===== src/rtl/rv_isa_pkg.sv =====
// rv64i isa package with widths, opcodes, alu operations and the decoded instruction
package rv_isa_pkg;

  localparam int XLEN  = 64;
  localparam int ILEN  = 32;
  localparam int NREGS = 32;

  typedef logic [XLEN-1:0] xlen_t;    // register value
  typedef logic [ILEN-1:0] inst_t;    // instruction word
  typedef logic [4:0]      reg_idx_t; // register index

  // major opcodes handled by this slice
  localparam logic [6:0] OPC_LUI       = 7'b0110111;
  localparam logic [6:0] OPC_OP        = 7'b0110011;
  localparam logic [6:0] OPC_OP_IMM    = 7'b0010011;
  localparam logic [6:0] OPC_OP_32     = 7'b0111011;
  localparam logic [6:0] OPC_OP_IMM_32 = 7'b0011011;

  localparam logic [6:0] F7_BASE = 7'b0000000;
  localparam logic [6:0] F7_ALT  = 7'b0100000; // sub and sra forms

  typedef enum logic [3:0] {
    ALU_ADD    = 4'd0,
    ALU_SUB    = 4'd1,
    ALU_SLL    = 4'd2,
    ALU_SLT    = 4'd3,
    ALU_SLTU   = 4'd4,
    ALU_XOR    = 4'd5,
    ALU_SRL    = 4'd6,
    ALU_SRA    = 4'd7,
    ALU_OR     = 4'd8,
    ALU_AND    = 4'd9,
    ALU_PASS_B = 4'd10  // lui
  } alu_op_e;

  typedef struct packed {
    reg_idx_t rs1;
    reg_idx_t rs2;
    reg_idx_t rd;
    xlen_t    imm;      // sign extended
    alu_op_e  alu_op;
    logic     use_imm;  // operand b from imm
    logic     word_op;  // 32-bit op, sext result
    logic     reg_wr;
    logic     illegal;
  } dec_t;

endpackage


===== src/rtl/reg_file.sv =====
// integer register file, 32 x 64 bits, two async read ports and one sync write port
`timescale 1ns/10ps

module reg_file (
  input  logic                 i_clk,
  input  logic                 i_reset,
  input  rv_isa_pkg::reg_idx_t i_raddr_a,
  input  rv_isa_pkg::reg_idx_t i_raddr_b,
  input  rv_isa_pkg::reg_idx_t i_waddr,
  input  logic                 i_we,
  input  rv_isa_pkg::xlen_t    i_wdata,
  output rv_isa_pkg::xlen_t    o_rdata_a,
  output rv_isa_pkg::xlen_t    o_rdata_b
);

  rv_isa_pkg::xlen_t regs [rv_isa_pkg::NREGS];

  always_ff @(posedge i_clk) begin
    if (i_reset) begin
      for (int i = 0; i < rv_isa_pkg::NREGS; i++) begin
        regs[i] <= '0;
      end
    end else if (i_we && (i_waddr != '0)) begin // x0 stays zero
      regs[i_waddr] <= i_wdata;
    end
  end

  assign o_rdata_a = regs[i_raddr_a];
  assign o_rdata_b = regs[i_raddr_b];

endmodule


===== config.mk =====
export PLATFORM = sky130hd
export DESIGN_NAME = reg_file
export DESIGN_NICKNAME = d
export VERILOG_FILES = /design/src/rtl/rv_isa_pkg.sv /design/src/rtl/reg_file.sv
export SDC_FILE = /design/constraint.sdc
export NUM_CORES = 2
export LEC_CHECK = 0
export ABC_CLOCK_PERIOD_IN_PS = 3010
export BUFFER_PORTS_ARGS = -buffer_cell sky130_fd_sc_hd__buf_2
export CAP_MARGIN = 15
export CORE_MARGIN = 3
export CORE_UTILIZATION = 50
export DETAILED_ROUTE_END_ITERATION = 10
export PLACE_DENSITY = 0.65
export SETUP_SLACK_MARGIN = 0.05
export SYNTH_ARGS = -nofsm -noshare
export SYNTH_HDL_FRONTEND = slang
export SYNTH_SLANG_ARGS = --single-unit

===== constraint.sdc =====
create_clock -name i_clk -period 3.01 [get_ports i_clk]
set_clock_uncertainty 0.15 [all_clocks]
set_input_delay 0.301 -clock i_clk [delete_from_list [all_inputs] [get_ports i_clk]]
set_output_delay 0.301 -clock i_clk [all_outputs]
set_load 0.01 [all_outputs]

* After elaboration in Yosys (flattened, before gate mapping)
Memory sizes are Yosys's and may differ from the RTL's.
Index checks and enable logic that the tools add are counted.
** Word-level totals
- Input bits :: 82
- Output and inout bits :: 128
- Memories :: 1
- Memory bits (writable) :: 2048
- Word-level logic and storage cells :: 12
- Flip-flop bits (word level) :: 0
** Memory list
- regs :: words 32, bits a word 64, rd ports 2, clocked after Yosys merged registers in 0, wr ports 32, line reg_file.sv:16 : rv_isa_pkg::xlen_t regs [rv_isa_pkg::NREGS];
** Operators by class
- Mux-type cells :: 8
- Reduce and logical (&&, ||, !) cells :: 3
** Operators with widths (count)
- $mux W64 :: 1
- $reduce_or A64 Y1 :: 1
- $mux W1 :: 6
- $mux W5 :: 1
- $reduce_bool A5 Y1 :: 1
- $logic_and A1 B1 Y1 :: 1

* Logic depth before layout (Yosys ltp)
- Depth in word-level cells :: 7
- Depth in mapped cells :: 8
- Depth with buffers taken out :: 5

* Least setup slack after synthesis
Ideal clock, no wire load.
- Path type :: input port to flip-flop
- From :: in i_reset
- To :: mem regs[0][0] (netlist name) (enable)
- Stages :: 1
- Arrival :: 2.051 ns
- Library setup time :: 0.444 ns
- Slack :: 0.365 ns
- Buffers on the path :: 1
- Data required time :: 2.416 ns
- Path through :: clkbuf_1
** RTL lines
- start: declaration :: line reg_file.sv:6 : input logic i_reset,
- end: declaration :: line reg_file.sv:16

==> flow_metrics.py <==
metrics = {
    "outcome": {
        "status": "finished with violations",
        "violations": "negative setup slack",
    },
    "die": {
        "core-area_um2": 211000,
        "die-area_um2": 219000,
        "die_x_um": 468,
        "rows": 168,
        "die_h_um": 468,
        "ios": 210,
        "initial_core_util": 0.506,
    },
    "route": {
        "wl_met1_mm": 143,
        "via_per_inst": 7.23,
        "top_layer_used": "met5",
        "dr.pass1.iters": 8,
        "drc": 0,
        "dr_wl_met2_mm": 184,
        "num_vias": 74900,
        "wl_per_cell_um": 41.0,
        "drt_iter0_drc": 15700,
        "wirelength_mm": 425,
        "met3_length_mm": 68.0,
        "ant_nets": 0,
    },
    "layout": {
        "fin_cells": 10400,
        "fillCellCount": 15700,
        "top_register": "regs",
        "final_core_util": 0.590,
        "fin_area_um2": 124000,
        "drive_above_1_share": 0.301,
        "reg.largest.list": "regs: 2048 flops",
        "num-nets-final": 7395,
        "syn_to_final_growth_pct": 16.6,
        "largest_reg_flops": 2048,
    },
    "min_path": {
        "min_from": "i_waddr[0]",
        "hold_path_class": "input pin to flop",
        "hold_path_depth": 5,
        "min_to": "regs[29][29]$_SDFFCE_PN0P_",
    },
    "global_route": {
        "grt_max_degree": 96,
        "grt_overflow_total": 0,
        "grt_pass1_wl_mm": 581,
        "grt_pass1_vias": 72400,
        "antenna_found_initial": 60,
        "grt_usage": 0.386,
    },
    "synth": {
        "ys_types": 41,
        "avgSynthCellArea_um2": 15.2,
        "yosysSeqAreaShare": 0.576,
        "yosys_warnings": 0,
        "synth_most_common_cell": "edfxtp_1",
        "synth_cells": 7001,
        "synth_commonest_cells": "edfxtp_1, and2_1, mux4_2",
        "synth_edf_count": 2048,
        "ys_async_sr_fraction": 0,
        "synth.cell_area_um2": 107000,
        "synthTopCellsByArea": "edfxtp_1, mux4_2, and2_1",
        "synth_area_leader_cell": "edfxtp_1",
        "yosys.area.top_type_share": 0.576,
        "dominantRegCellSynth": "edfxtp_1",
        "ys_ff_latch": 2048,
    },
    "setup_path": {
        "path_cells": "mux4_2 -> mux2_4 -> nor2_2 -> nor4_4 -> buf_2",
        "critical_path.max_stage_delay_ns": 0.70,
        "cp.arrival_ns": 2.69,
        "crit_required_ns": 2.56,
        "cp-end-kind": "output port",
        "crit_slowest_cell": "nor4_4",
        "cp_max_fo": 2,
        "critPathLaunch": "regs[4][33]$_SDFFCE_PN0P_",
        "worstSetupPathType": "flop to output port",
        "cp-start-kind": "flop",
    },
    "cts": {
        "cts_tree": "done",
        "ctsHtreeMaxLevel": 4,
        "cts_made_buffers": 218,
        "path_clk_slew_ns": 0.06,
        "cts_buffer_depth": 3,
        "clock_sinks": 2048,
        "clock-root-buffer": "clkbuf_16",
    },
    "placed_design": {
        "dpl_cell_area_um2": 115000,
        "gp_congestion": 0.911,
        "dp.cells": 9828,
        "portBuffers": 209,
        "dp_hpwl_mm": 239,
    },
    "run": {
        "drv_cap": 0,
    },
    "sta": {
        "setup_slack_ns": -0.131,
        "rsz0062_at_grt": "true",
        "setup_violations": 5,
        "period_minus_slack_ns": 3.14,
        "tightest_slew_ns": 1.05,
        "slew_viol_final": 0,
        "hold_violations": 0,
        "fmax_mhz": 318,
        "timing.final.crit_share": 1.04,
        "relSlewSlack": 0.301,
    },
    "power": {
        "ir_worst_vdd_v": 0.000654,
        "power_density_nw_per_um2": 561,
        "p_leak_nw": 43.0,
    },
}
-- timing repair --
item,in CTS,in global routing
endpoints found under the setup margin,80,52
pin swaps,97,46
resized for setup,230,89
buffers inserted,13,8
hold endpoints to repair,2019,0
gates cloned,0,1
hold buffers,65,0
-- layout make-up --
class | count | area [µm²] | share of cell area
inverters | 1 | 3.75 | 0.0000302
clock inverters | 136 | 1250 | 0.0100
flip-flops and latches | 2048 | 61500 | 0.494
well taps | 2805 | 3510 | 0.0282
diodes | 64 | 160 | 0.00129
repair buffers | 799 | 8540 | 0.0686
clock buffers | 256 | 5620 | 0.0452
multi-input cells | 4245 | 43800 | 0.352
-- cell usage in the layout, fill, tap and decap left out, types with 37 or more instances in the layout --
cell	n
o22ai_1	278
clkbuf_1	37
diode_2	64
clkinv_2	39
edfxtp_1	2048
buf_4	300
o22ai_2	44
mux2i_1	274
clkbuf_16	220
dlygate4sd3_1	65
buf_12	213
and2_1	1990
a22oi_2	38
nor2_4	37
mux4_2	869
conb_1	64
clkinv_1	57
buf_2	187
a22oi_1	158
nor4_1	59
nand3_1	44
-- power breakdown --
| part | internal [mW] | total, mW | switching [mW] |
|---|---|---|---|
| sequential | 33.0 | 33.8 | 0.862 |
| clock | 14.7 | 26.6 | 11.9 |
| combinational | 3.96 | 9.38 | 5.42 |
| total | 51.6 | 69.8 | 18.2 |
-- worst max-delay path, delay by kind of cell (launching register included) --
kind                   cells  cell delay (ns)
and+or+nand+nor            2             0.75
muxes                      2             0.41
DFF                        1             0.36
buffers and inverters      1             0.26
-- cell families (layout without fill, tap and decap cells) --
group | Yosys count | in the layout | share of synthesized area
AO/OA/AOI/OAI | 627 | 627 | 0.0394
buffers and inverters | 771 | 1192 | 0.0344
flip-flops | 2048 | 2048 | 0.576
multiplexers | 1187 | 1187 | 0.214
other | 1 | 128 | 0.0000351
AND/OR/NAND/NOR | 2367 | 2367 | 0.136
-- metal layers --
layer / track usage / vias to the layer above
li1: - / 27800
met1: 0.511 / 37800
met2: 0.560 / 7570
met3: 0.123 / 1613
met4: 0.230 / 30
met5: 0.00834 / -
-- stage by stage --
stage                     total power [mW]  worst slack (ns)  hold slack (ns)  setup TNS, ns
final                                 69.8            -0.131            0.238         -0.373
after CTS                             69.4            -0.119            0.156         -0.628
after detailed placement              43.0            -0.423            0.747          -1.83
after global routing                  71.1            -0.195            0.247         -0.709
after global placement                42.8            -0.683            0.747          -2.28
after floorplan                       38.8             0.365            0.349              0
-- how the worst max path moves through the flow --
stage / endpoint / cells after the start
final: o_rdata_b[33] / 5
after CTS: o_rdata_b[33] / 5
after detailed placement: o_rdata_a[17] / 10
after global routing: o_rdata_b[33] / 5
after global placement: o_rdata_a[29] / 8
after floorplan: regs[0][0]$_SDFFCE_PN0P_ / 1
No activity file was read; power rests on OpenSTA's default activity.
