### config.mk
export PLATFORM = sky130hd
export DESIGN_NAME = apb_exec_ctrl
export DESIGN_NICKNAME = d
export VERILOG_FILES = /design/src/rtl/rv_isa_pkg.sv /design/src/rtl/apb_bus_pkg.sv /design/src/rtl/apb_exec_ctrl.sv
export SDC_FILE = /design/constraint.sdc
export NUM_CORES = 1
export LEC_CHECK = 0
export ABC_AREA = 1
export BUFFER_PORTS_ARGS = -buffer_cell sky130_fd_sc_hd__buf_4
export CORE_AREA = 3 3 206 208
export DETAILED_ROUTE_END_ITERATION = 10
export DIE_AREA = 0 0 209 211
export PLACE_DENSITY = 0.33
export SLEW_MARGIN = 20
export SYNTH_ARGS = -nofsm -noshare
export SYNTH_HDL_FRONTEND = slang
export SYNTH_SLANG_ARGS = --single-unit
### constraint.sdc
create_clock -name i_clk -period 3 [get_ports i_clk]
set_input_delay 0.3 -clock i_clk [delete_from_list [all_inputs] [get_ports i_clk]]
set_output_delay 0.3 -clock i_clk [all_outputs]
set_load 0.01 [all_outputs]
### src/rtl/rv_isa_pkg.sv
// rv64i isa package with widths, opcodes, alu operations and the decoded instruction
package rv_isa_pkg;

  localparam int XLEN  = 64;
  localparam int ILEN  = 32;
  localparam int NREGS = 32;

  typedef logic [XLEN-1:0] xlen_t;    // register value
  typedef logic [ILEN-1:0] inst_t;    // instruction word
  typedef logic [4:0]      reg_idx_t; // register index

  // major opcodes handled by this slice
  localparam logic [6:0] OPC_LUI       = 7'b0110111;
  localparam logic [6:0] OPC_OP        = 7'b0110011;
  localparam logic [6:0] OPC_OP_IMM    = 7'b0010011;
  localparam logic [6:0] OPC_OP_32     = 7'b0111011;
  localparam logic [6:0] OPC_OP_IMM_32 = 7'b0011011;

  localparam logic [6:0] F7_BASE = 7'b0000000;
  localparam logic [6:0] F7_ALT  = 7'b0100000; // sub and sra forms

  typedef enum logic [3:0] {
    ALU_ADD    = 4'd0,
    ALU_SUB    = 4'd1,
    ALU_SLL    = 4'd2,
    ALU_SLT    = 4'd3,
    ALU_SLTU   = 4'd4,
    ALU_XOR    = 4'd5,
    ALU_SRL    = 4'd6,
    ALU_SRA    = 4'd7,
    ALU_OR     = 4'd8,
    ALU_AND    = 4'd9,
    ALU_PASS_B = 4'd10  // lui
  } alu_op_e;

  typedef struct packed {
    reg_idx_t rs1;
    reg_idx_t rs2;
    reg_idx_t rd;
    xlen_t    imm;      // sign extended
    alu_op_e  alu_op;
    logic     use_imm;  // operand b from imm
    logic     word_op;  // 32-bit op, sext result
    logic     reg_wr;
    logic     illegal;
  } dec_t;

endpackage

### src/rtl/apb_bus_pkg.sv
// apb bus package with request and response structs, widths and the register map
package apb_bus_pkg;

  localparam int APB_AW = 8;
  localparam int APB_DW = 32;

  typedef logic [APB_AW-1:0] apb_addr_t;
  typedef logic [APB_DW-1:0] apb_data_t;

  typedef struct packed {
    logic      psel;
    logic      penable;
    logic      pwrite;
    apb_addr_t paddr;
    apb_data_t pwdata;
  } apb_req_t;

  typedef struct packed {
    apb_data_t prdata;
    logic      pready;
    logic      pslverr;
  } apb_rsp_t;

  localparam apb_addr_t REG_INST     = 8'h00; // wo, issues instruction
  localparam apb_addr_t REG_STATUS   = 8'h04; // ro, bit 0 sticky illegal
  localparam apb_addr_t REG_SEL      = 8'h08; // rw, readback index
  localparam apb_addr_t REG_RDATA_LO = 8'h0C; // ro
  localparam apb_addr_t REG_RDATA_HI = 8'h10; // ro

endpackage

### src/rtl/apb_exec_ctrl.sv
// apb slave controller, register map, instruction issue fsm and writeback control
`timescale 1ns/10ps

module apb_exec_ctrl (
  input  logic                  i_clk,
  input  logic                  i_reset,
  input  apb_bus_pkg::apb_req_t i_apb,
  output apb_bus_pkg::apb_rsp_t o_apb,
  output rv_isa_pkg::inst_t     o_inst,
  input  rv_isa_pkg::dec_t      i_dec,
  output rv_isa_pkg::reg_idx_t  o_raddr_a,
  output rv_isa_pkg::reg_idx_t  o_raddr_b,
  input  rv_isa_pkg::xlen_t     i_rdata_a,
  input  rv_isa_pkg::xlen_t     i_rdata_b,
  output rv_isa_pkg::xlen_t     o_alu_b,
  input  rv_isa_pkg::xlen_t     i_result,
  output logic                  o_we,
  output rv_isa_pkg::reg_idx_t  o_waddr,
  output rv_isa_pkg::xlen_t     o_wdata
);

  typedef enum logic [1:0] {
    ST_IDLE,
    ST_LATCH,
    ST_EXEC
  } state_e;

  state_e                state_q, state_d;
  rv_isa_pkg::inst_t     inst_q;
  rv_isa_pkg::reg_idx_t  sel_q;
  logic                  sticky_q;
  logic                  setup, access, inst_wr, idle_acc;
  logic                  map_err, ready;
  apb_bus_pkg::apb_data_t reg_rdata;

  assign setup    = i_apb.psel && !i_apb.penable;
  assign access   = i_apb.psel && i_apb.penable;
  assign inst_wr  = i_apb.pwrite && (i_apb.paddr == apb_bus_pkg::REG_INST);
  assign idle_acc = (state_q == ST_IDLE) && access && !inst_wr; // zero wait state access

  // register map
  always_comb begin
    reg_rdata = '0;
    map_err   = 1'b0;
    case (i_apb.paddr)
      apb_bus_pkg::REG_INST:     map_err = !i_apb.pwrite;
      apb_bus_pkg::REG_STATUS: begin
        reg_rdata = {31'b0, sticky_q};
        map_err   = i_apb.pwrite;
      end
      apb_bus_pkg::REG_SEL:      reg_rdata = apb_bus_pkg::apb_data_t'(sel_q);
      apb_bus_pkg::REG_RDATA_LO: begin
        reg_rdata = i_rdata_a[31:0];
        map_err   = i_apb.pwrite;
      end
      apb_bus_pkg::REG_RDATA_HI: begin
        reg_rdata = i_rdata_a[63:32];
        map_err   = i_apb.pwrite;
      end
      default:                   map_err = 1'b1; // unmapped
    endcase
  end

  always_comb begin
    state_d = state_q;
    case (state_q)
      ST_IDLE:  if (setup && inst_wr) state_d = ST_LATCH;
      ST_LATCH: state_d = ST_EXEC;
      ST_EXEC:  state_d = ST_IDLE;
      default:  state_d = ST_IDLE;
    endcase
  end

  always_ff @(posedge i_clk) begin
    if (i_reset) begin
      state_q  <= ST_IDLE;
      sel_q    <= '0;
      sticky_q <= 1'b0;
    end else begin
      state_q <= state_d;
      if (idle_acc && i_apb.pwrite && (i_apb.paddr == apb_bus_pkg::REG_SEL)) begin
        sel_q <= i_apb.pwdata[4:0];
      end
      if ((state_q == ST_EXEC) && i_dec.illegal) begin
        sticky_q <= 1'b1;
      end else if (idle_acc && !i_apb.pwrite && (i_apb.paddr == apb_bus_pkg::REG_STATUS)) begin
        sticky_q <= 1'b0; // clear on read
      end
    end
  end

  always_ff @(posedge i_clk) begin
    if (state_q == ST_LATCH) inst_q <= i_apb.pwdata; // first access cycle
  end

  assign ready         = (state_q == ST_EXEC) || idle_acc;
  assign o_apb.pready  = ready;
  assign o_apb.pslverr = (state_q == ST_EXEC) ? i_dec.illegal : (ready && map_err);
  assign o_apb.prdata  = (idle_acc && !i_apb.pwrite) ? reg_rdata : '0;

  assign o_inst    = inst_q;
  assign o_raddr_a = (state_q == ST_EXEC) ? i_dec.rs1 : sel_q;
  assign o_raddr_b = (state_q == ST_EXEC) ? i_dec.rs2 : sel_q;
  assign o_alu_b   = i_dec.use_imm ? i_dec.imm : i_rdata_b;
  assign o_we      = (state_q == ST_EXEC) && i_dec.reg_wr;
  assign o_waddr   = i_dec.rd;
  assign o_wdata   = i_result;

  // pready only answers an access phase, also across the two-cycle issue
  assert property (@(posedge i_clk) disable iff (i_reset)
    o_apb.pready |-> (i_apb.psel && i_apb.penable));

  // host holds the transfer while pready is low
  assert property (@(posedge i_clk) disable iff (i_reset)
    (state_q == ST_EXEC) |-> $stable(i_apb));

endmodule

== Word level (Yosys, flattened, before mapping) ==
Index checks and enable logic that the tools add are counted.

* Reductions and logical operators: 21
* Eq/ne operators: 7
* Muxes and demuxes: 11

{| class="wikitable"
|+ Operator list
! kind !! number
|-
| $pmux 32 s4 || 1
|-
| $mux 64 || 1
|-
| $mux 32 || 1
|-
| $eq 8x4->1 const B || 2
|-
| $logic_and 1x1->1 || 13
|-
| $mux 5 || 2
|-
| $eq 8x3->1 const B || 1
|-
| $eq 8x5->1 const B || 1
|-
| $logic_not 8->1 || 1
|-
| $pmux 2 s2 || 1
|-
| $logic_not 1->1 || 3
|-
| $mux 1 || 3
|-
| $pmux 1 s3 || 1
|-
| $reduce_or 3->1 || 1
|-
| $eq 2x1->1 const B || 1
|-
| $eq 2x2->1 const B || 1
|-
| $logic_not 2->1 || 1
|-
| $mux 2 || 1
|-
| $ne 2x1->1 const B || 1
|-
| $reduce_bool 2->1 || 1
|-
| $logic_or 1x1->1 || 1
|}

* Input port bits: 324
* Output and inout port bits: 210
* Word-level logic and storage cells: 43
* Bits in registers: 40

== Longest topological paths before layout ==
* Word-level depth: 8
* Mapped depth: 10
* Mapped depth without buffers: 10

== Worst setup path after synthesis ==
Ideal clock, no wire load.

* Path type: register to register
* Start: reg state_q[0]
* End: reg inst_q[0] (netlist: o_inst[0]) (enable)
* Arrival: 1.742 ns
* Setup time: 0.421 ns
* Setup slack: 0.837 ns
* Cell stages (with the launch flop): 3
* Path buffers: 0
* Period minus slack after synthesis: 2.163 ns
* Data required time: 2.579 ns
* Path through: dfxtp_1 > inv_1 > nor2_1

* Word-level cells in the longest chain between the ends: 1

{| class="wikitable"
|+ Ends and longest elaborated chain
! item !! line !! source
|-
| start, declared || apb_exec_ctrl.sv:28 || <nowiki>state_e state_q, state_d;</nowiki>
|-
| start signal, assigned || apb_exec_ctrl.sv:80 || <nowiki>state_q <= state_d;</nowiki>
|-
| $eq 2x1->1 || apb_exec_ctrl.sv:93 || <nowiki>if (state_q == ST_LATCH) inst_q <= i_apb.pwdata;</nowiki>
|-
| end signal, assigned || apb_exec_ctrl.sv:93 ||
|-
| end, declared || apb_exec_ctrl.sv:29 || <nowiki>rv_isa_pkg::inst_t inst_q;</nowiki>
|}

No other way between the ends.
A chain may end at the register's enable or synchronous reset.

==> impl_metrics.env <==
export IMPL_maxSlewViolCount=0
export IMPL_synth_xor_area_share_pct=0
export IMPL_arrival_ns=1.73
export IMPL_finalHoldViolCount=0
export IMPL_layout_cells_non_filler=1272
export IMPL_holdWs_ns=0.192
export IMPL_start_util_pct=8.63
export IMPL_synthMuxAreaShare_pct=20.5
export IMPL_p_per_area_nw_per_um2=265
export IMPL_grt_max_degree=46
export IMPL_area_delta_synth_final_pct=90.8
export IMPL_clock_skew_final_ns=0.00943
export IMPL_cts_path_max_buffers=2
export IMPL_start_kind="input port"
export IMPL_slew_headroom_pct=36.0
export IMPL_worstMarginPinSlew_ns=0.958
export IMPL_synth_top_family_by_area="buffers and inverters"
export IMPL_worst_ep_required_time_ns=2.70
export IMPL_synth_seq_cells=40
export IMPL_numCtsBuffers=5
export IMPL_yosysWarningCount=0
export IMPL_synth_nets=746
export IMPL_fmax_mhz=493
export IMPL_path_cells="buf_4 -> nor2_4 -> nand2_2 -> nor2_4 -> buf_4 -> nor2_1 -> nand3_1 -> nand3_1 -> nand2_1 -> nand2_1 -> buf_4"
export IMPL_yosys_area_share_simple_pct=20.2
export IMPL_fin_crit_sh_pct=67.6
export IMPL_cp_max_fo=29
export IMPL_dp_slack_ns=0.934
export IMPL_grt_use_total_pct=9.11
export IMPL_vdd_drop_max_uv=186
export IMPL_cts_hold_buf=0
export IMPL_timing_critical_path_buf_inv=3
export IMPL_dp_hpwl_um=19700
export IMPL_endpoint_kind="primary output"
export IMPL_synth_top_cell_area_share_pct=27.3
export IMPL_maxCapViolCount=0
export IMPL_critPathMaxStageDelay_ns=0.34
export IMPL_clockRootBuffer="clkbuf_16"
export IMPL_grt_pass1_wl_um=29500
export IMPL_synth_compound_area_share_pct=6.51
export IMPL_ant_nets=0
export IMPL_grt_pass1_vias=4241
export IMPL_gp_congestion=0.771
export IMPL_setup_violations_final=0
export IMPL_cts_resized=0
export IMPL_dpl_cell_area_sq_um=6540
export IMPL_run_status="finished clean"
export IMPL_crit_family="simple AND/OR/NAND/NOR gates"
export IMPL_drcViolationCount=0
export IMPL_netlist_area_sq_um=3520
export IMPL_utilization_pct=16.5
export IMPL_path_class="input port to primary output"
export IMPL_synthTopCellsByArea="edfxtp_1 27%, mux2_2 20%, buf_4 15%"
export IMPL_die_area_sq_um=44100
export IMPL_rsz0062_at_grt="false"
export IMPL_post_cts_buffers=0
export IMPL_crit_top_cell="buf_4"
export IMPL_cp_slowest_cell="buf_4"
export IMPL_stdcell_area_sq_um=6710
export IMPL_fin_nets=1063
export IMPL_pin_count=534
export IMPL_fin_tns_setup_ns=0
export IMPL_synth_area_per_cell_sq_um=8.33
export IMPL_vias_per_cell=3.17
export IMPL_drive_above_1_share_pct=67.0
export IMPL_dr_pass1_iters=4
export IMPL_insertion_delay_ns=0.28
export IMPL_num_vias=4036
export IMPL_yosysTopAreaCell="edfxtp_1"
export IMPL_p_total_mw=1.77
export IMPL_fin_ws_ns=0.972
export IMPL_antenna_cells=0
export IMPL_wirelength_um=21900
export IMPL_die_h_um=211
export IMPL_drtIter0Drc=143
export IMPL_finalCriticalPeriod_ns=2.03
export IMPL_die_w_um=209
export IMPL_p_leak_nw=3.05
export IMPL_h_tree_depth=2
export IMPL_coreArea_sq_um=40700
export IMPL_cts_sinks=40
export IMPL_cts_clk_slew_worst_paths_ns=0.07
export IMPL_synth_adder_area_share_pct=0
export IMPL_row_count=74
export IMPL_antenna_found_initial=2
export IMPL_synth_distinct_cells=26
export IMPL_ys_seq_area_share_pct=31.9
export IMPL_synthCells=422
export IMPL_hold_class="input port to flip-flop"
export IMPL_place_inst=1264
export IMPL_cts_tree="yes"
export IMPL_grt_overflow_total=0
export IMPL_io_buffers=390
export IMPL_wl_per_cell_um=17.2
cells in the mapped netlist, drive strengths merged:
library cell,count
nand2,125
buf,86
mux2,64
edfxtp,32
a21oi,31
nor2,31
inv,28
dfxtp,8
nand3,7
o211ai,3
nor3,2
o21ai,2
clkbuf,1
nand4,1
or2,1
logic make-up (layout without fill, tap and decap cells):
logic type,Yosys count,count (layout)
compound gates,36,36
buf+inv,115,433
flops,40,40
mux,64,64
simple gates,167,167
flip-flops by register name (all words and copies together) (netlist names):
register  flops
sel_q         5
o_inst       32
state_q       2
sticky_q      1
worst paths after layout:
check / cells after the start / slack, ns / endpoint / startpoint
setup / recovery: 11 / 0.97 / o_apb[0] / i_apb[33]
hold / removal: 1 / 0.19 / o_inst[22]$_DFFE_PN_ / i_apb[22]
setup reg to reg: 2 / 1.44 / o_inst[6]$_DFFE_PN_ / state_q[0]$_SDFFE_PP0P_
hold reg to reg: 2 / 0.46 / sticky_q$_SDFFE_PP0P_ / sticky_q$_SDFFE_PP0P_
layout by cell type, fill, tap and decap left out, types with 2 or more instances in the layout:
| cell | netlist | routed |
|---|---|---|
| buf_4 | 71 | 397 |
| nand2_1 | 122 | 122 |
| mux2_2 | 64 | 64 |
| edfxtp_1 | 32 | 32 |
| inv_1 | 25 | 25 |
| nor2_1 | 23 | 22 |
| a21oi_1 | 21 | 21 |
| a21oi_2 | 10 | 10 |
| dfxtp_1 | 8 | 8 |
| nor2_4 | 5 | 6 |
| nand3_1 | 6 | 6 |
| clkbuf_16 | 0 | 5 |
| nor2_2 | 3 | 3 |
| inv_2 | 3 | 3 |
| o211ai_1 | 3 | 3 |
| nand2_2 | 2 | 2 |
| nor3_1 | 2 | 2 |
cell type report:
type | instances | area, sq um
flip-flops and latches | 40 | 1120
inverters | 28 | 105
fillers | 4720 | 34000
clock inverters | 3 | 42.5
repair buffers | 397 | 2980
multi-input cells | 267 | 1670
clock buffers | 5 | 125
well taps | 532 | 666
where the power goes:
part           switching [mW]  leakage, nW  total (mW)  internal [mW]
clock                   0.215       0.0814       0.606          0.391
sequential          0.0000555        0.352       0.598          0.598
combinational           0.216         2.61       0.571          0.354
total                   0.432         3.05        1.77           1.34
metal layers:
metal  routed length (um)  GRT usage (%)  vias up
li1                     -              -     1941
met2                12300           18.7      309
met1                 6660           8.18     1768
met3                 2550           4.02       16
met4                  354           1.55        2
met5                   55          0.970        -
(Power assumes the default switching activity.)
