--- config.mk ---
export PLATFORM = sky130hd
export DESIGN_NAME = inst_decoder
export DESIGN_NICKNAME = d
export VERILOG_FILES = /design/src/rtl/rv_isa_pkg.sv /design/src/rtl/inst_decoder.sv
export SDC_FILE = /design/constraint.sdc
export NUM_CORES = 1
export LEC_CHECK = 0
export BUFFER_PORTS_ARGS = -buffer_cell sky130_fd_sc_hd__buf_2
export CAP_MARGIN = 20
export CORE_MARGIN = 3
export CORE_UTILIZATION = 38
export DETAILED_ROUTE_END_ITERATION = 16
export PLACE_DENSITY = 0.92
export SETUP_SLACK_MARGIN = 0.3
export SYNTH_ARGS = -nofsm -noshare
export SYNTH_HDL_FRONTEND = slang
export SYNTH_SLANG_ARGS = --single-unit
--- constraint.sdc ---
create_clock -name vclk -period 4.5
set_input_delay 0.45 -clock vclk [all_inputs]
set_output_delay 0.45 -clock vclk [all_outputs]
set_load 0.03 [all_outputs]
--- src/rtl/rv_isa_pkg.sv ---
// rv64i isa package with widths, opcodes, alu operations and the decoded instruction
package rv_isa_pkg;

  localparam int XLEN  = 64;
  localparam int ILEN  = 32;
  localparam int NREGS = 32;

  typedef logic [XLEN-1:0] xlen_t;    // register value
  typedef logic [ILEN-1:0] inst_t;    // instruction word
  typedef logic [4:0]      reg_idx_t; // register index

  // major opcodes handled by this slice
  localparam logic [6:0] OPC_LUI       = 7'b0110111;
  localparam logic [6:0] OPC_OP        = 7'b0110011;
  localparam logic [6:0] OPC_OP_IMM    = 7'b0010011;
  localparam logic [6:0] OPC_OP_32     = 7'b0111011;
  localparam logic [6:0] OPC_OP_IMM_32 = 7'b0011011;

  localparam logic [6:0] F7_BASE = 7'b0000000;
  localparam logic [6:0] F7_ALT  = 7'b0100000; // sub and sra forms

  typedef enum logic [3:0] {
    ALU_ADD    = 4'd0,
    ALU_SUB    = 4'd1,
    ALU_SLL    = 4'd2,
    ALU_SLT    = 4'd3,
    ALU_SLTU   = 4'd4,
    ALU_XOR    = 4'd5,
    ALU_SRL    = 4'd6,
    ALU_SRA    = 4'd7,
    ALU_OR     = 4'd8,
    ALU_AND    = 4'd9,
    ALU_PASS_B = 4'd10  // lui
  } alu_op_e;

  typedef struct packed {
    reg_idx_t rs1;
    reg_idx_t rs2;
    reg_idx_t rd;
    xlen_t    imm;      // sign extended
    alu_op_e  alu_op;
    logic     use_imm;  // operand b from imm
    logic     word_op;  // 32-bit op, sext result
    logic     reg_wr;
    logic     illegal;
  } dec_t;

endpackage

--- src/rtl/inst_decoder.sv ---
// instruction decoder for the rv64i integer subset, table style match per instruction
`timescale 1ns/10ps

module inst_decoder (
  input  rv_isa_pkg::inst_t i_inst,
  output rv_isa_pkg::dec_t  o_dec
);

  logic [6:0] opcode;
  logic [2:0] funct3;
  logic [6:0] funct7;
  rv_isa_pkg::xlen_t imm_i;
  rv_isa_pkg::xlen_t imm_u;

  assign opcode = i_inst[6:0];
  assign funct3 = i_inst[14:12];
  assign funct7 = i_inst[31:25];

  assign imm_i = {{52{i_inst[31]}}, i_inst[31:20]};
  assign imm_u = {{32{i_inst[31]}}, i_inst[31:12], 12'b0};

  logic is_op, is_imm, is_op32, is_imm32;
  logic f7_base, f7_alt;

  assign is_op    = (opcode == rv_isa_pkg::OPC_OP);
  assign is_imm   = (opcode == rv_isa_pkg::OPC_OP_IMM);
  assign is_op32  = (opcode == rv_isa_pkg::OPC_OP_32);
  assign is_imm32 = (opcode == rv_isa_pkg::OPC_OP_IMM_32);
  assign f7_base  = (funct7 == rv_isa_pkg::F7_BASE);
  assign f7_alt   = (funct7 == rv_isa_pkg::F7_ALT);

  // lui and op-imm, 6-bit shamt so funct7[0] is free
  wire inst_lui   = (opcode == rv_isa_pkg::OPC_LUI);
  wire inst_addi  = is_imm & (funct3 == 3'b000);
  wire inst_slti  = is_imm & (funct3 == 3'b010);
  wire inst_sltiu = is_imm & (funct3 == 3'b011);
  wire inst_xori  = is_imm & (funct3 == 3'b100);
  wire inst_ori   = is_imm & (funct3 == 3'b110);
  wire inst_andi  = is_imm & (funct3 == 3'b111);
  wire inst_slli  = is_imm & (funct3 == 3'b001) & (funct7[6:1] == 6'b000000);
  wire inst_srli  = is_imm & (funct3 == 3'b101) & (funct7[6:1] == 6'b000000);
  wire inst_srai  = is_imm & (funct3 == 3'b101) & (funct7[6:1] == 6'b010000);

  // op
  wire inst_add   = is_op & (funct3 == 3'b000) & f7_base;
  wire inst_sub   = is_op & (funct3 == 3'b000) & f7_alt;
  wire inst_sll   = is_op & (funct3 == 3'b001) & f7_base;
  wire inst_slt   = is_op & (funct3 == 3'b010) & f7_base;
  wire inst_sltu  = is_op & (funct3 == 3'b011) & f7_base;
  wire inst_xor   = is_op & (funct3 == 3'b100) & f7_base;
  wire inst_srl   = is_op & (funct3 == 3'b101) & f7_base;
  wire inst_sra   = is_op & (funct3 == 3'b101) & f7_alt;
  wire inst_or    = is_op & (funct3 == 3'b110) & f7_base;
  wire inst_and   = is_op & (funct3 == 3'b111) & f7_base;

  // word forms
  wire inst_addiw = is_imm32 & (funct3 == 3'b000);
  wire inst_slliw = is_imm32 & (funct3 == 3'b001) & f7_base;
  wire inst_srliw = is_imm32 & (funct3 == 3'b101) & f7_base;
  wire inst_sraiw = is_imm32 & (funct3 == 3'b101) & f7_alt;
  wire inst_addw  = is_op32 & (funct3 == 3'b000) & f7_base;
  wire inst_subw  = is_op32 & (funct3 == 3'b000) & f7_alt;
  wire inst_sllw  = is_op32 & (funct3 == 3'b001) & f7_base;
  wire inst_srlw  = is_op32 & (funct3 == 3'b101) & f7_base;
  wire inst_sraw  = is_op32 & (funct3 == 3'b101) & f7_alt;

  wire type_i = |{inst_addi,  inst_slti,  inst_sltiu, inst_xori,  inst_ori,
                  inst_andi,  inst_slli,  inst_srli,  inst_srai,
                  inst_addiw, inst_slliw, inst_srliw, inst_sraiw};
  wire type_r = |{inst_add,   inst_sub,   inst_sll,   inst_slt,   inst_sltu,
                  inst_xor,   inst_srl,   inst_sra,   inst_or,    inst_and,
                  inst_addw,  inst_subw,  inst_sllw,  inst_srlw,  inst_sraw};

  // alu classes
  wire alu_add  = |{inst_addi, inst_add, inst_addiw, inst_addw};
  wire alu_sub  = |{inst_sub, inst_subw};
  wire alu_sll  = |{inst_slli, inst_sll, inst_slliw, inst_sllw};
  wire alu_slt  = |{inst_slti, inst_slt};
  wire alu_sltu = |{inst_sltiu, inst_sltu};
  wire alu_xor  = |{inst_xori, inst_xor};
  wire alu_srl  = |{inst_srli, inst_srl, inst_srliw, inst_srlw};
  wire alu_sra  = |{inst_srai, inst_sra, inst_sraiw, inst_sraw};
  wire alu_or   = |{inst_ori, inst_or};
  wire alu_and  = |{inst_andi, inst_and};

  wire any_alu  = |{inst_lui, alu_add, alu_sub, alu_sll, alu_slt, alu_sltu,
                    alu_xor, alu_srl, alu_sra, alu_or, alu_and};

  always_comb begin
    o_dec.rs1     = i_inst[19:15];
    o_dec.rs2     = i_inst[24:20];
    o_dec.rd      = i_inst[11:7];
    o_dec.imm     = inst_lui ? imm_u : imm_i;
    o_dec.alu_op  = rv_isa_pkg::ALU_ADD;
    if (alu_sub)  o_dec.alu_op = rv_isa_pkg::ALU_SUB;
    if (alu_sll)  o_dec.alu_op = rv_isa_pkg::ALU_SLL;
    if (alu_slt)  o_dec.alu_op = rv_isa_pkg::ALU_SLT;
    if (alu_sltu) o_dec.alu_op = rv_isa_pkg::ALU_SLTU;
    if (alu_xor)  o_dec.alu_op = rv_isa_pkg::ALU_XOR;
    if (alu_srl)  o_dec.alu_op = rv_isa_pkg::ALU_SRL;
    if (alu_sra)  o_dec.alu_op = rv_isa_pkg::ALU_SRA;
    if (alu_or)   o_dec.alu_op = rv_isa_pkg::ALU_OR;
    if (alu_and)  o_dec.alu_op = rv_isa_pkg::ALU_AND;
    if (inst_lui) o_dec.alu_op = rv_isa_pkg::ALU_PASS_B;
    o_dec.use_imm = type_i | inst_lui;
    o_dec.word_op = |{inst_addiw, inst_slliw, inst_srliw, inst_sraiw,
                      inst_addw, inst_subw, inst_sllw, inst_srlw, inst_sraw};
    o_dec.reg_wr  = |{type_r, type_i, inst_lui};
    o_dec.illegal = !any_alu;
    // write class and alu class tables must agree
    assert (!(o_dec.illegal === 1'b1 && o_dec.reg_wr === 1'b1));
  end

endmodule

==> Word-level counts from Yosys, hierarchy flattened <==
Cells that the tools add are included.
{ "totals": {"reg_bits": 0, "latchBits": 0, "ram_bits": 0, "rom_bits": 0, "in_bits": 32, "out_inout_bits": 87, "elab_cells": 85, "mem_count": 0} }
{ "classes": {"n_addsub": 0, "multipliers": 0, "div": 0, "n_lt_le_gt_ge": 0, "n_eq_ne": 14, "shifts": 0, "n_mux": 11, "bitwise_logic": 44, "reduce_logical": 16} }
{ "ops": {"columns": ["cell", "n"], "rows": [
  ["$and A1 B1 Y1", 43],
  ["$mux W4", 9],
  ["$mux W31", 1],
  ["$reduce_or A29 Y1", 1],
  ["$eq A7 B6 Y1 const B", 4],
  ["$eq A7 B5 Y1 const B", 2],
  ["$reduce_or A13 Y1", 1],
  ["$eq A3 B3 Y1 const B", 4],
  ["$reduce_or A2 Y1", 6],
  ["$reduce_or A4 Y1", 3],
  ["$reduce_or A9 Y1", 1],
  ["$logic_not A7 Y1", 1],
  ["$eq A3 B2 Y1 const B", 2],
  ["$eq A6 B5 Y1 const B", 1],
  ["$logic_not A6 Y1", 1],
  ["$eq A3 B1 Y1 const B", 1],
  ["$logic_not A3 Y1", 1],
  ["$logic_not A1 Y1", 1],
  ["$mux W1", 1],
  ["$or A1 B1 Y1", 1]
]} }

==> Logic depth before layout (Yosys ltp) <==
Gate-level depths: netlist of run 1.
{ "logic_depth": {"depth_word": 14, "mapped_depth": 6, "depth_no_buf": 4} }

==> Worst setup path after synthesis of run 1 <==
Ideal clock, no wire load.
{ "synth_timing": {"path_type": "input-to-output", "start": "input port i_inst[29]", "end": "output port o_dec[2] (netlist bit)", "arrival_ps": 2215, "required_time_ps": 4050, "slack_ps": 1835, "stages": 4, "path_buffers": 0, "cell_sequence": "or4_4 -> nor3_1 -> nor2_1 -> nor4_1"} }
{ "synth_lines": {"columns": ["element", "line", "rtl"], "rows": [
  ["start: declaration", "inst_decoder.sv:5", "input rv_isa_pkg::inst_t i_inst,"],
  ["end: declaration", "inst_decoder.sv:6", "output rv_isa_pkg::dec_t o_dec"]
]} }

==> results of run 1 <==
## metal layers
metal	wire length, um	track usage	vias to the layer above
met1	1110	0.199	508
met4	8	0.00662	0
li1	-	-	582
met2	1270	0.253	74
met3	315	0	2
met5	0	0	-
## area by class of cell
| cell class | count | area (um2) |
|---|---|---|
| multi-input combinational | 90 | 606 |
| timing repair buffer | 111 | 561 |
| fill | 261 | 1300 |
| tap | 30 | 37.5 |
## placed cells by master, fill, tap and decap left out, drive strengths merged, types with 2 or more instances in the layout
| master | Yosys | final |
|---|---|---|
| xor2 | 2 | 2 |
| nor3 | 3 | 3 |
| nor4 | 2 | 2 |
| or4 | 3 | 3 |
| nand3 | 4 | 4 |
| nor2 | 4 | 4 |
| a31oi | 2 | 2 |
| o21ai | 3 | 3 |
| nand4 | 2 | 2 |
| buf | 50 | 111 |
| nand2 | 4 | 4 |
| and3b | 2 | 2 |
| or3 | 4 | 4 |
| nand3b | 4 | 4 |
| nand2b | 2 | 2 |
| nor2b | 14 | 14 |
| a21o | 19 | 19 |
## cells in the mapped netlist, types with 2 or more instances
master,count,area share
sky130_fd_sc_hd__a21o_1,18,0.13
sky130_fd_sc_hd__nor2_1,4,0.015
sky130_fd_sc_hd__o21ai_0,2,0.0099
sky130_fd_sc_hd__or3_1,4,0.025
sky130_fd_sc_hd__buf_4,49,0.37
sky130_fd_sc_hd__clkbuf_1,8,0.030
sky130_fd_sc_hd__nand2b_1,2,0.012
sky130_fd_sc_hd__and3b_1,2,0.017
sky130_fd_sc_hd__xor2_1,2,0.017
sky130_fd_sc_hd__or4_4,2,0.022
sky130_fd_sc_hd__nor3_1,3,0.015
sky130_fd_sc_hd__nor2b_1,14,0.087
sky130_fd_sc_hd__nand4_1,2,0.012
sky130_fd_sc_hd__nand2_1,4,0.015
sky130_fd_sc_hd__nor4_1,2,0.012
sky130_fd_sc_hd__nand3b_1,4,0.030
sky130_fd_sc_hd__a31oi_1,2,0.012
sky130_fd_sc_hd__nand3_1,4,0.020
## worst max-delay path: stages
cell and delay (ns):
sky130_fd_sc_hd__buf_2 0.11, sky130_fd_sc_hd__or4_4 0.54, sky130_fd_sc_hd__or3_1 0.33, sky130_fd_sc_hd__or4_4 0.53, sky130_fd_sc_hd__and4_1 0.18, sky130_fd_sc_hd__buf_2 0.17
## cells by family after synthesis
family	Yosys count
AOI/OAI and AO/OA	33
buffers and inverters	58
xor gates and xnor gates	3
and+or+nand+nor	54
## power groups by stage
| stage | combinational (uW) | clock, uW | sequential [uW] |
|---|---|---|---|
| after floorplan | 145 | 0 | 0 |
| after global placement | 164 | 0 | 0 |
| after detailed placement | 166 | 0 | 0 |
| after CTS | 166 | 0 | 0 |
| after global routing | 176 | 0 | 0 |
| final | 165 | 0 | 0 |
## final timing paths
check	startpoint	endpoint	slack, ns	depth (start not counted)
worst min-delay path	i_inst[7]	o_dec[72]	0.90	0
worst max-delay path	i_inst[29]	o_dec[0]	1.73	6
## stage by stage
stage / cell area [um2] / hold slack [ns] / instances / total power (uW)
after floorplan: 1010 / 1.03 / 148 / 145
after global placement: 1200 / 0.900 / 231 / 164
after detailed placement: 1200 / 0.900 / 231 / 166
after CTS: 1200 / 0.900 / 231 / 166
after global routing: 1200 / 0.900 / 231 / 176
final: 1200 / 0.900 / 231 / 165
==> reports/qor_table.md, run 1 <==
| Step | Result | Reported |
|:---|:---|:---|
| placed design | Final HPWL DP | 2.21 mm |
| sta | Slew Limit Headroom | 0.614 |
| die | Effective utilization at floorplan | 0.403 |
| power and ir drop | Reg power frac | 0 |
| global routing | Total congestion overflow | 0 |
| logic synthesis | Adder and majority cell fraction of the synthesized area | 0 |
| power and ir drop | Combinational fraction of design power | 1.000 |
| sta | Number of hold violations in the final report | 0 |
| power and ir drop | Internal power contribution | 48.9 uW |
| run status | Run status | finished clean |
| routing | Post-DR wirelength/cell | 11.7 um |
| logic synthesis | Syn Nets | 180 |
| cells and area | Final design utilization | 0.481 |
| die | Die Outline Area | 3300 um2 |
| logic synthesis | Cell Area, Synth | 1010 um2 |
| global routing | Pin count of the biggest net entering global routing | 40 |
| cells and area | Fraction of final layout cells with drive strength greater than 1 | 0.577 |
| cells and area | Clock buffer count in the final layout | 0 |
| logic synthesis | Dominant combinational cell family by area after synthesis | buffers and inverters |
| setup path | Type of the worst setup path | in2out |
| die | Die height | 57.5 um |
| min path | Worst hold-check path type | in2out |
| logic synthesis | Yosys Warn Count | 0 |
| cts | Hold buffer count at CTS | 0 |
| sta | Fmax | 0.361 GHz |
| sta | Worst setup margin | 1.73 ns |
| routing | DRC viols | 0 |
| setup path | Crit-path max FO | 4 |
| cells and area | Area growth from synthesis to final layout | 19.5% |
| logic synthesis | Seq/Total Area, Yosys | 0 |
| logic synthesis | Fraction of the mapped netlist area in compound gates | 0.237 |
| global routing | Number of global-route vias before repair | 888 |
| routing | Aggregate routed wire length | 2.71 mm |
| power and ir drop | Psw | 116 uW |
| cells and area | Count of nets after finishing | 235 |
| die | Standard cell core area | 2500 um2 |
| logic synthesis | Basic-gate share of the synthesized area counting and, or, nand and nor cells | 0.338 |
| routing | DRC marker count from the first detailed-route iteration | 24 |
| cells and area | Antenna Cells | 0 |
| flow run | Max Cap Viol | 0 |
| die | Chip width | 57.5 um |
| die | Std cell rows | 18 |
| global routing | Overall routing resource usage | 0.142 |
| power and ir drop | Largest vdd supply drop | 0.103 mV |
| sta | Clock period minus worst slack | 2.77 ns |
| routing | Remaining antenna violation count | 0 |
| cells and area | Register area | 0 um2 |
| power and ir drop | Cell Pwr Density | 137 nW/um2 |
| setup path | Data required, critical path | 4.05 ns |
| logic synthesis | Post-synthesis average cell area | 6.81 um2 |
| sta | Number of setup violations in the final report | 0 |
| sta | Measured slew at the worst slew-check pin | 0.571 ns |
| setup path | Setup crit start kind | input pin |
| sta | Final count of pins violating max slew | 0 |
| die | IO Count | 119 |
| placed design | Pre-CTS worst setup slack | 1.72 ns |
| cts | Post-CTS setup buffer count | 0 |
| sta | Unrepaired setup endpoints after global routing | no |
| logic synthesis | Count of unique library cells instantiated by Yosys | 38 |
| routing | Total via count after detailed routing | 1166 |
| placed design | Weighted congestion at the end of routability-driven global placement | 0.921 |
| power and ir drop | Proportion of total power due to net switching | 0.704 |
| setup path | Endpoint kind of the worst setup timing path | output port |
| cells and area | Sequential cell count of the final layout | 0 |
| routing | Average vias per placed instance | 5.05 |
| cts | Cts repair resizes | 0 |
| global routing | First-pass GRT wire length | 4.04 mm |
| sta | Summed negative setup slack over all endpoints | 0 ns |
| power and ir drop | Leakage component of the power | 0.000730 uW |
| power and ir drop | Clk pwr share | 0 |
| logic synthesis | Synthesized-area fraction occupied by xor and xnor cells | 0.0261 |
| sta | Period utilization | 0.616 |
| logic synthesis | Post-Synthesis Cells | 148 |
| global routing | Initial antenna violation count | 0 |
| placed design | IO buf count | 109 |
| setup path | WP data arrival | 2.32 ns |
| logic synthesis | Multiplexer share of the synthesized area | 0 |
| routing | Initial DRT Pass Iterations | 4 |
No activity file was read; power rests on OpenSTA's default activity.
==> run 2, diff against run 1 <==
CORE_UTILIZATION = 35   (was 38)
PLACE_DENSITY = 0.85   (was 0.92)
clock period = 2.75 ns   (was 4.5 ns; I/O delays follow)
==> run 2 against run 1 <==
Net effect:
- die area is 7.7% higher
- combinational power grew 66%
- worst hold slack got worse by 0.35 ns
- flip-flop and latch count is the same
- sequential share of layout area is the same
- first-iteration DRC count grew to 2.9 times the previous value
- count of clock-buffer cells in the layout stayed put
- final cell count up 1.3%
- critical path type unchanged
==> reports/qor_table.md, run 2 (synthesized netlist as in run 1, its figures left out) <==
| Step | Result | Reported | Delta |
|:---|:---|:---|:---|
| die | Chip width | 59.6 um | was 57.5 um |
| run status | Run status | finished clean | unchanged |
| cells and area | Sequential cell count of the final layout | 0 | unchanged |
| setup path | Setup crit start kind | input pin | unchanged |
| power and ir drop | Largest vdd supply drop | 0.165 mV | was 0.103 mV |
| cells and area | Area growth from synthesis to final layout | 21.7% | was 19.5% |
| min path | Worst hold-check path type | in2out | unchanged |
| die | Effective utilization at floorplan | 0.386 | was 0.403 |
| placed design | Final HPWL DP | 2.37 mm | was 2.21 mm |
| setup path | WP data arrival | 2.15 ns | was 2.32 ns |
| sta | Number of setup violations in the final report | 0 | unchanged |
| setup path | Crit-path max FO | 4 | unchanged |
| cells and area | Filler Cell Count | 263 | was 261 |
| global routing | Overall routing resource usage | 0.146 | was 0.142 |
| sta | Unrepaired setup endpoints after global routing | yes | was no |
| power and ir drop | Cell Pwr Density | 224 nW/um2 | was 137 nW/um2 |
| global routing | Number of global-route vias before repair | 940 | was 888 |
| cells and area | Top library cells by usage in the layout, fill and taps aside | sky130_fd_sc_hd__buf_2, sky130_fd_sc_hd__a21o_1, sky130_fd_sc_hd__nor2b_1 | unchanged |
| die | Die Outline Area | 3560 um2 | was 3300 um2 |
| cells and area | Count of nets after finishing | 238 | was 235 |
| sta | Clock period minus worst slack | 2.43 ns |  |
| global routing | Total congestion overflow | 0 | unchanged |
| sta | Final count of pins violating max slew | 0 | unchanged |
| routing | Remaining antenna violation count | 0 | unchanged |
| routing | Initial DRT Pass Iterations | 4 | unchanged |
| sta | Fmax | 0.412 GHz |  |
| die | Standard cell core area | 2610 um2 | was 2500 um2 |
| cells and area | Antenna Cells | 0 | unchanged |
| cells and area | Register area | 0 um2 | unchanged |
| die | Die height | 59.6 um | was 57.5 um |
| routing | Total via count after detailed routing | 1131 | was 1166 |
| routing | DRC marker count from the first detailed-route iteration | 69 | was 24 |
| setup path | Type of the worst setup path | in2out | unchanged |
| sta | Summed negative setup slack over all endpoints | 0 ns | unchanged |
| cells and area | Fraction of final layout cells with drive strength greater than 1 | 0.583 | was 0.577 |
| routing | Aggregate routed wire length | 2.95 mm | was 2.71 mm |
| cts | Cts repair resizes | 0 | unchanged |
| sta | Number of hold violations in the final report | 0 | unchanged |
| cells and area | Most frequent standard cell in the layout excluding fill and tap cells | sky130_fd_sc_hd__buf_2 | unchanged |
| cts | Post-CTS setup buffer count | 0 | unchanged |
| die | IO Count | 119 | unchanged |
| sta | Period utilization | 0.882 |  |
| placed design | IO buf count | 109 | unchanged |
| sta | Slew Limit Headroom | 0.595 | was 0.614 |
| global routing | Initial antenna violation count | 0 | unchanged |
| routing | Average vias per placed instance | 4.83 | was 5.05 |
| cells and area | Final design utilization | 0.469 | was 0.481 |
| setup path | Data required, critical path | 2.48 ns | was 4.05 ns |
| setup path | Endpoint kind of the worst setup timing path | output port | unchanged |
| sta | Measured slew at the worst slew-check pin | 0.599 ns | was 0.571 ns |
| power and ir drop | Leakage component of the power | 0.000745 uW | was 0.000730 uW |
| routing | Post-DR wirelength/cell | 12.6 um | was 11.7 um |
| global routing | First-pass GRT wire length | 4.28 mm | was 4.04 mm |
| placed design | Weighted congestion at the end of routability-driven global placement | 0.904 | was 0.921 |
| flow run | Max Cap Viol | 0 | unchanged |
| setup path | End point of the critical path | o_dec[0] | unchanged |
| cells and area | Clock buffer count in the final layout | 0 | unchanged |
| die | Std cell rows | 18 | unchanged |
| routing | DRC viols | 0 | unchanged |
| setup path | CP Launch Point | i_inst[29] | unchanged |
| global routing | Pin count of the biggest net entering global routing | 25 | was 40 |
==> run 2: cell types whose count changed in the layout (fill, tap and decap cells not counted) <==
cell                    change
sky130_fd_sc_hd__buf_4      +3
==> run 2: final cells by class <==
class              instances  area [um2]  area share
well taps                 30        37.5      0.0306
repair buffers           114         583       0.476
multi-input cells         90         606       0.494
==> run 2: through the flow <==
stage	instance area, um2	setup WS [ns]	hold slack, ns	power [uW]	cells
4_1_cts	1230	0.317	0.550	276	234
3_5_place_dp	1230	0.319	0.550	275	234
5_1_grt	1230	0.280	0.550	293	234
6_report	1230	0.324	0.550	274	234
3_3_place_gp	1230	0.340	0.550	273	234
2_1_floorplan	1010	0.435	0.682	237	148
==> run 2: worst min path at each step <==
stage	from	end	slack [ns]	cells after the start
after detailed placement	i_inst[9]	o_dec[74]	0.55	0
final	i_inst[7]	o_dec[72]	0.55	0
after global routing	i_inst[11]	o_dec[76]	0.55	0
after CTS	i_inst[9]	o_dec[74]	0.55	0
after global placement	i_inst[9]	o_dec[74]	0.55	0
after floorplan	i_inst[31]	o_dec[39]	0.68	1
==> run 2: where the power goes <==
group | total (uW) | internal [uW] | switching [uW]
Sequential | 0 | 0 | 0
Combinational | 274 | 82.2 | 192
Clock | 0 | 0 | 0
==> run 2: what timing repair did <==
item	CTS	global route
hold buffers	0	0
endpoints found under the setup margin	0	3
hold endpoints to repair	0	0
==> run 2: metal layers <==
metal  vias up  GRT usage  share of wire
li1        587          -              -
met1       483      0.199           0.42
met2        57      0.245           0.48
met3         4     0.0174          0.091
met4         0     0.0253         0.0041
met5         -          0              0
==> run 2: critical path, stage by stage <==
cell	delay, ns
sky130_fd_sc_hd__buf_2	0.12
sky130_fd_sc_hd__or4_4	0.54
sky130_fd_sc_hd__or3_1	0.34
sky130_fd_sc_hd__or4_4	0.53
sky130_fd_sc_hd__and4_1	0.18
sky130_fd_sc_hd__buf_2	0.17
==> run 3, diff against run 2 <==
==> constraint.sdc (replaced) <==
create_clock -name vclk -period 2.75
set_input_delay 0.55 -clock vclk [all_inputs]
set_output_delay 0.55 -clock vclk [all_outputs]
set_load 0.03 [all_outputs]
==> run 3 against run 2 <==
Net effect:
- the run now ends with setup timing left
- combinational power increased by 6%
- power up 6.1%
- sequential share of layout area is the same
==> reports/qor_table.md, run 3 (synthesized netlist as in run 1, its figures left out) <==
| Step | Result | Reported | Delta |
|:---|:---|:---|:---|
| cells and area | Clock buffer count in the final layout | 0 | unchanged |
| sta | Worst setup margin | -0.0707 ns | was 0.324 ns |
| die | Standard cell core area | 2610 um2 | unchanged |
| power and ir drop | Cell Pwr Density | 207 nW/um2 | was 224 nW/um2 |
| global routing | Overall routing resource usage | 0.151 | was 0.146 |
| cells and area | Sequential cell count of the final layout | 0 | unchanged |
| sta | Fmax | 0.355 GHz | was 0.412 GHz |
| cells and area | Top library cells by usage in the layout, fill and taps aside | sky130_fd_sc_hd__buf_2, sky130_fd_sc_hd__a21o_1, sky130_fd_sc_hd__buf_4 | was sky130_fd_sc_hd__buf_2, sky130_fd_sc_hd__a21o_1, sky130_fd_sc_hd__nor2b_1 |
| setup path | WP data arrival | 2.27 ns | was 2.15 ns |
| sta | Period utilization | 1.03 | was 0.882 |
| routing | Remaining antenna violation count | 0 | unchanged |
| min path | Worst hold-check path type | in2out | unchanged |
| cts | Post-CTS setup buffer count | 0 | unchanged |
| global routing | Initial antenna violation count | 0 | unchanged |
| global routing | First-pass GRT wire length | 4.42 mm | was 4.28 mm |
| sta | Clock period minus worst slack | 2.82 ns | was 2.43 ns |
| sta | Measured slew at the worst slew-check pin | 0.304 ns | was 0.599 ns |
| cells and area | Fraction of final layout cells with drive strength greater than 1 | 0.654 | was 0.583 |
| setup path | Worst path cell trace | buf_6, or4_4, or3_4, or4_4, and4_4, buf_6 | was buf_2, or4_4, or3_1, or4_4, and4_1, buf_2 |
| global routing | GR Layer Usage met2 | 0.287 | was 0.245 |
| setup path | Number of buffers and inverters on the critical path | 2 | unchanged |
| cts | Hold buffer count at CTS | 0 | unchanged |
| routing | Initial DRT Pass Iterations | 4 | unchanged |
| setup path | Data required, critical path | 2.20 ns | was 2.48 ns |
| power and ir drop | Sum of internal, switching and leakage power | 291 uW | was 274 uW |
| routing | Total via count after detailed routing | 1181 | was 1131 |
| cells and area | Area growth from synthesis to final layout | 39.8% | was 21.7% |
| setup path | Endpoint kind of the worst setup timing path | output port | unchanged |
| global routing | Fraction of met1 tracks used by global routing | 0.192 | was 0.199 |
| routing | Aggregate routed wire length | 3.13 mm | was 2.95 mm |
| cells and area | Antenna Cells | 0 | unchanged |
| placed design | IO buf count | 109 | unchanged |
| setup path | Type of the worst setup path | in2out | unchanged |
| cells and area | Number of standard cells in the layout, taps in and fillers out | 241 | was 234 |
| cells and area | Count of nets after finishing | 245 | was 238 |
| die | IO Count | 119 | unchanged |
| die | Chip width | 59.6 um | unchanged |
| setup path | Highest-delay cell along the critical path | sky130_fd_sc_hd__or4_4 | unchanged |
| setup path | Setup crit start kind | input pin | unchanged |
| setup path | Crit-path max FO | 3 | was 4 |
| setup path | Delay of the slowest critical-path stage | 0.53 ns | was 0.54 ns |
| die | Die Outline Area | 3560 um2 | unchanged |
| sta | Slew Limit Headroom | 0.796 | was 0.595 |
| run status | Violations in the final reports | setup timing |  |
| die | Std cell rows | 18 | unchanged |
| sta | Unrepaired setup endpoints after global routing | yes | unchanged |
| power and ir drop | Leakage component of the power | 0.000818 uW | was 0.000745 uW |
| cells and area | Register area | 0 um2 | unchanged |
| flow run | Max Cap Viol | 0 | unchanged |
| routing | Post-DR wirelength/cell | 13.0 um | was 12.6 um |
| placed design | Final HPWL DP | 2.55 mm | was 2.37 mm |
| placed design | Number of instances in the placed design | 241 | was 234 |
| cells and area | Most frequent standard cell in the layout excluding fill and tap cells | sky130_fd_sc_hd__buf_2 | unchanged |
| global routing | Peak-usage layer in the global routing report | met2 | unchanged |
| power and ir drop | Largest vdd supply drop | 0.174 mV | was 0.165 mV |
| die | Effective utilization at floorplan | 0.386 | unchanged |
| sta | Final count of pins violating max slew | 0 | unchanged |
| global routing | Total congestion overflow | 0 | unchanged |
| global routing | Number of global-route vias before repair | 994 | was 940 |
| run status | Run status | finished, violations left | was finished clean |
| sta | Number of hold violations in the final report | 0 | unchanged |
| routing | Average vias per placed instance | 4.90 | was 4.83 |
| sta | Number of setup violations in the final report | 2 | was 0 |
| cells and area | Final design utilization | 0.539 | was 0.469 |
| die | Die height | 59.6 um | unchanged |
| global routing | Met3 track utilization from global routing | 0.00218 | was 0.0174 |
| routing | DRC marker count from the first detailed-route iteration | 36 | was 69 |
| placed design | Weighted congestion at the end of routability-driven global placement | 0.926 | was 0.904 |
| sta | Summed negative setup slack over all endpoints | -0.0709 ns | was 0 ns |
| global routing | Pin count of the biggest net entering global routing | 34 | was 25 |
| setup path | Cell family with most CP delay | simple AND/OR/NAND/NOR gates | unchanged |
| routing | DRC viols | 0 | unchanged |
| placed design | Pre-CTS worst setup slack | -0.120 ns | was 0.319 ns |
==> run 3: cell count changes in the layout (fill, tap and decap cells not counted), moves of 2 or more <==
| cell | change |
|---|---|
| sky130_fd_sc_hd__buf_6 | +7 |
| sky130_fd_sc_hd__or3_1 | -2 |
| sky130_fd_sc_hd__nor4_1 | -2 |
| sky130_fd_sc_hd__or3_4 | +2 |
| sky130_fd_sc_hd__buf_4 | +10 |
| sky130_fd_sc_hd__buf_2 | -10 |
==> run 3: final timing paths <==
check / start / end / depth (start not counted)
worst max-delay path: i_inst[29] / o_dec[0] / 6
worst min-delay path: i_inst[7] / o_dec[72] / 0
==> run 3: metrics by stage <==
step	area (um2)	hold slack (ns)
finish	1410	1.10
global route	1410	1.10
CTS	1380	1.10
detailed placement	1310	1.10
global placement	1310	1.10
floorplan	1040	1.23
==> run 3: metal layers <==
layer  part of all wire  up-vias
met4              0.013        0
met5                  0        -
met2               0.52       57
met3              0.070        6
met1               0.39      525
li1                   -      593
==> run 3: final cells by class <==
cell class / count / area, um2
Timing Repair Buffer: 121 / 687
Tap cell: 30 / 37.5
Fill cell: 263 / 1200
Multi-Input combinational cell: 90 / 683
==> run 3: what timing repair did <==
item | in CTS | in global routing
pin swaps | 6 | 4
cloned | 0 | 0
setup endpoints to repair | 8 | 8
gates resized for setup | 20 | 5
==> run 3: power breakdown <==
part	total (uW)	internal (uW)	switching [uW]
clock	0	0	0
combinational	291	91.9	199
sequential	0	0	0
total	291	91.9	199
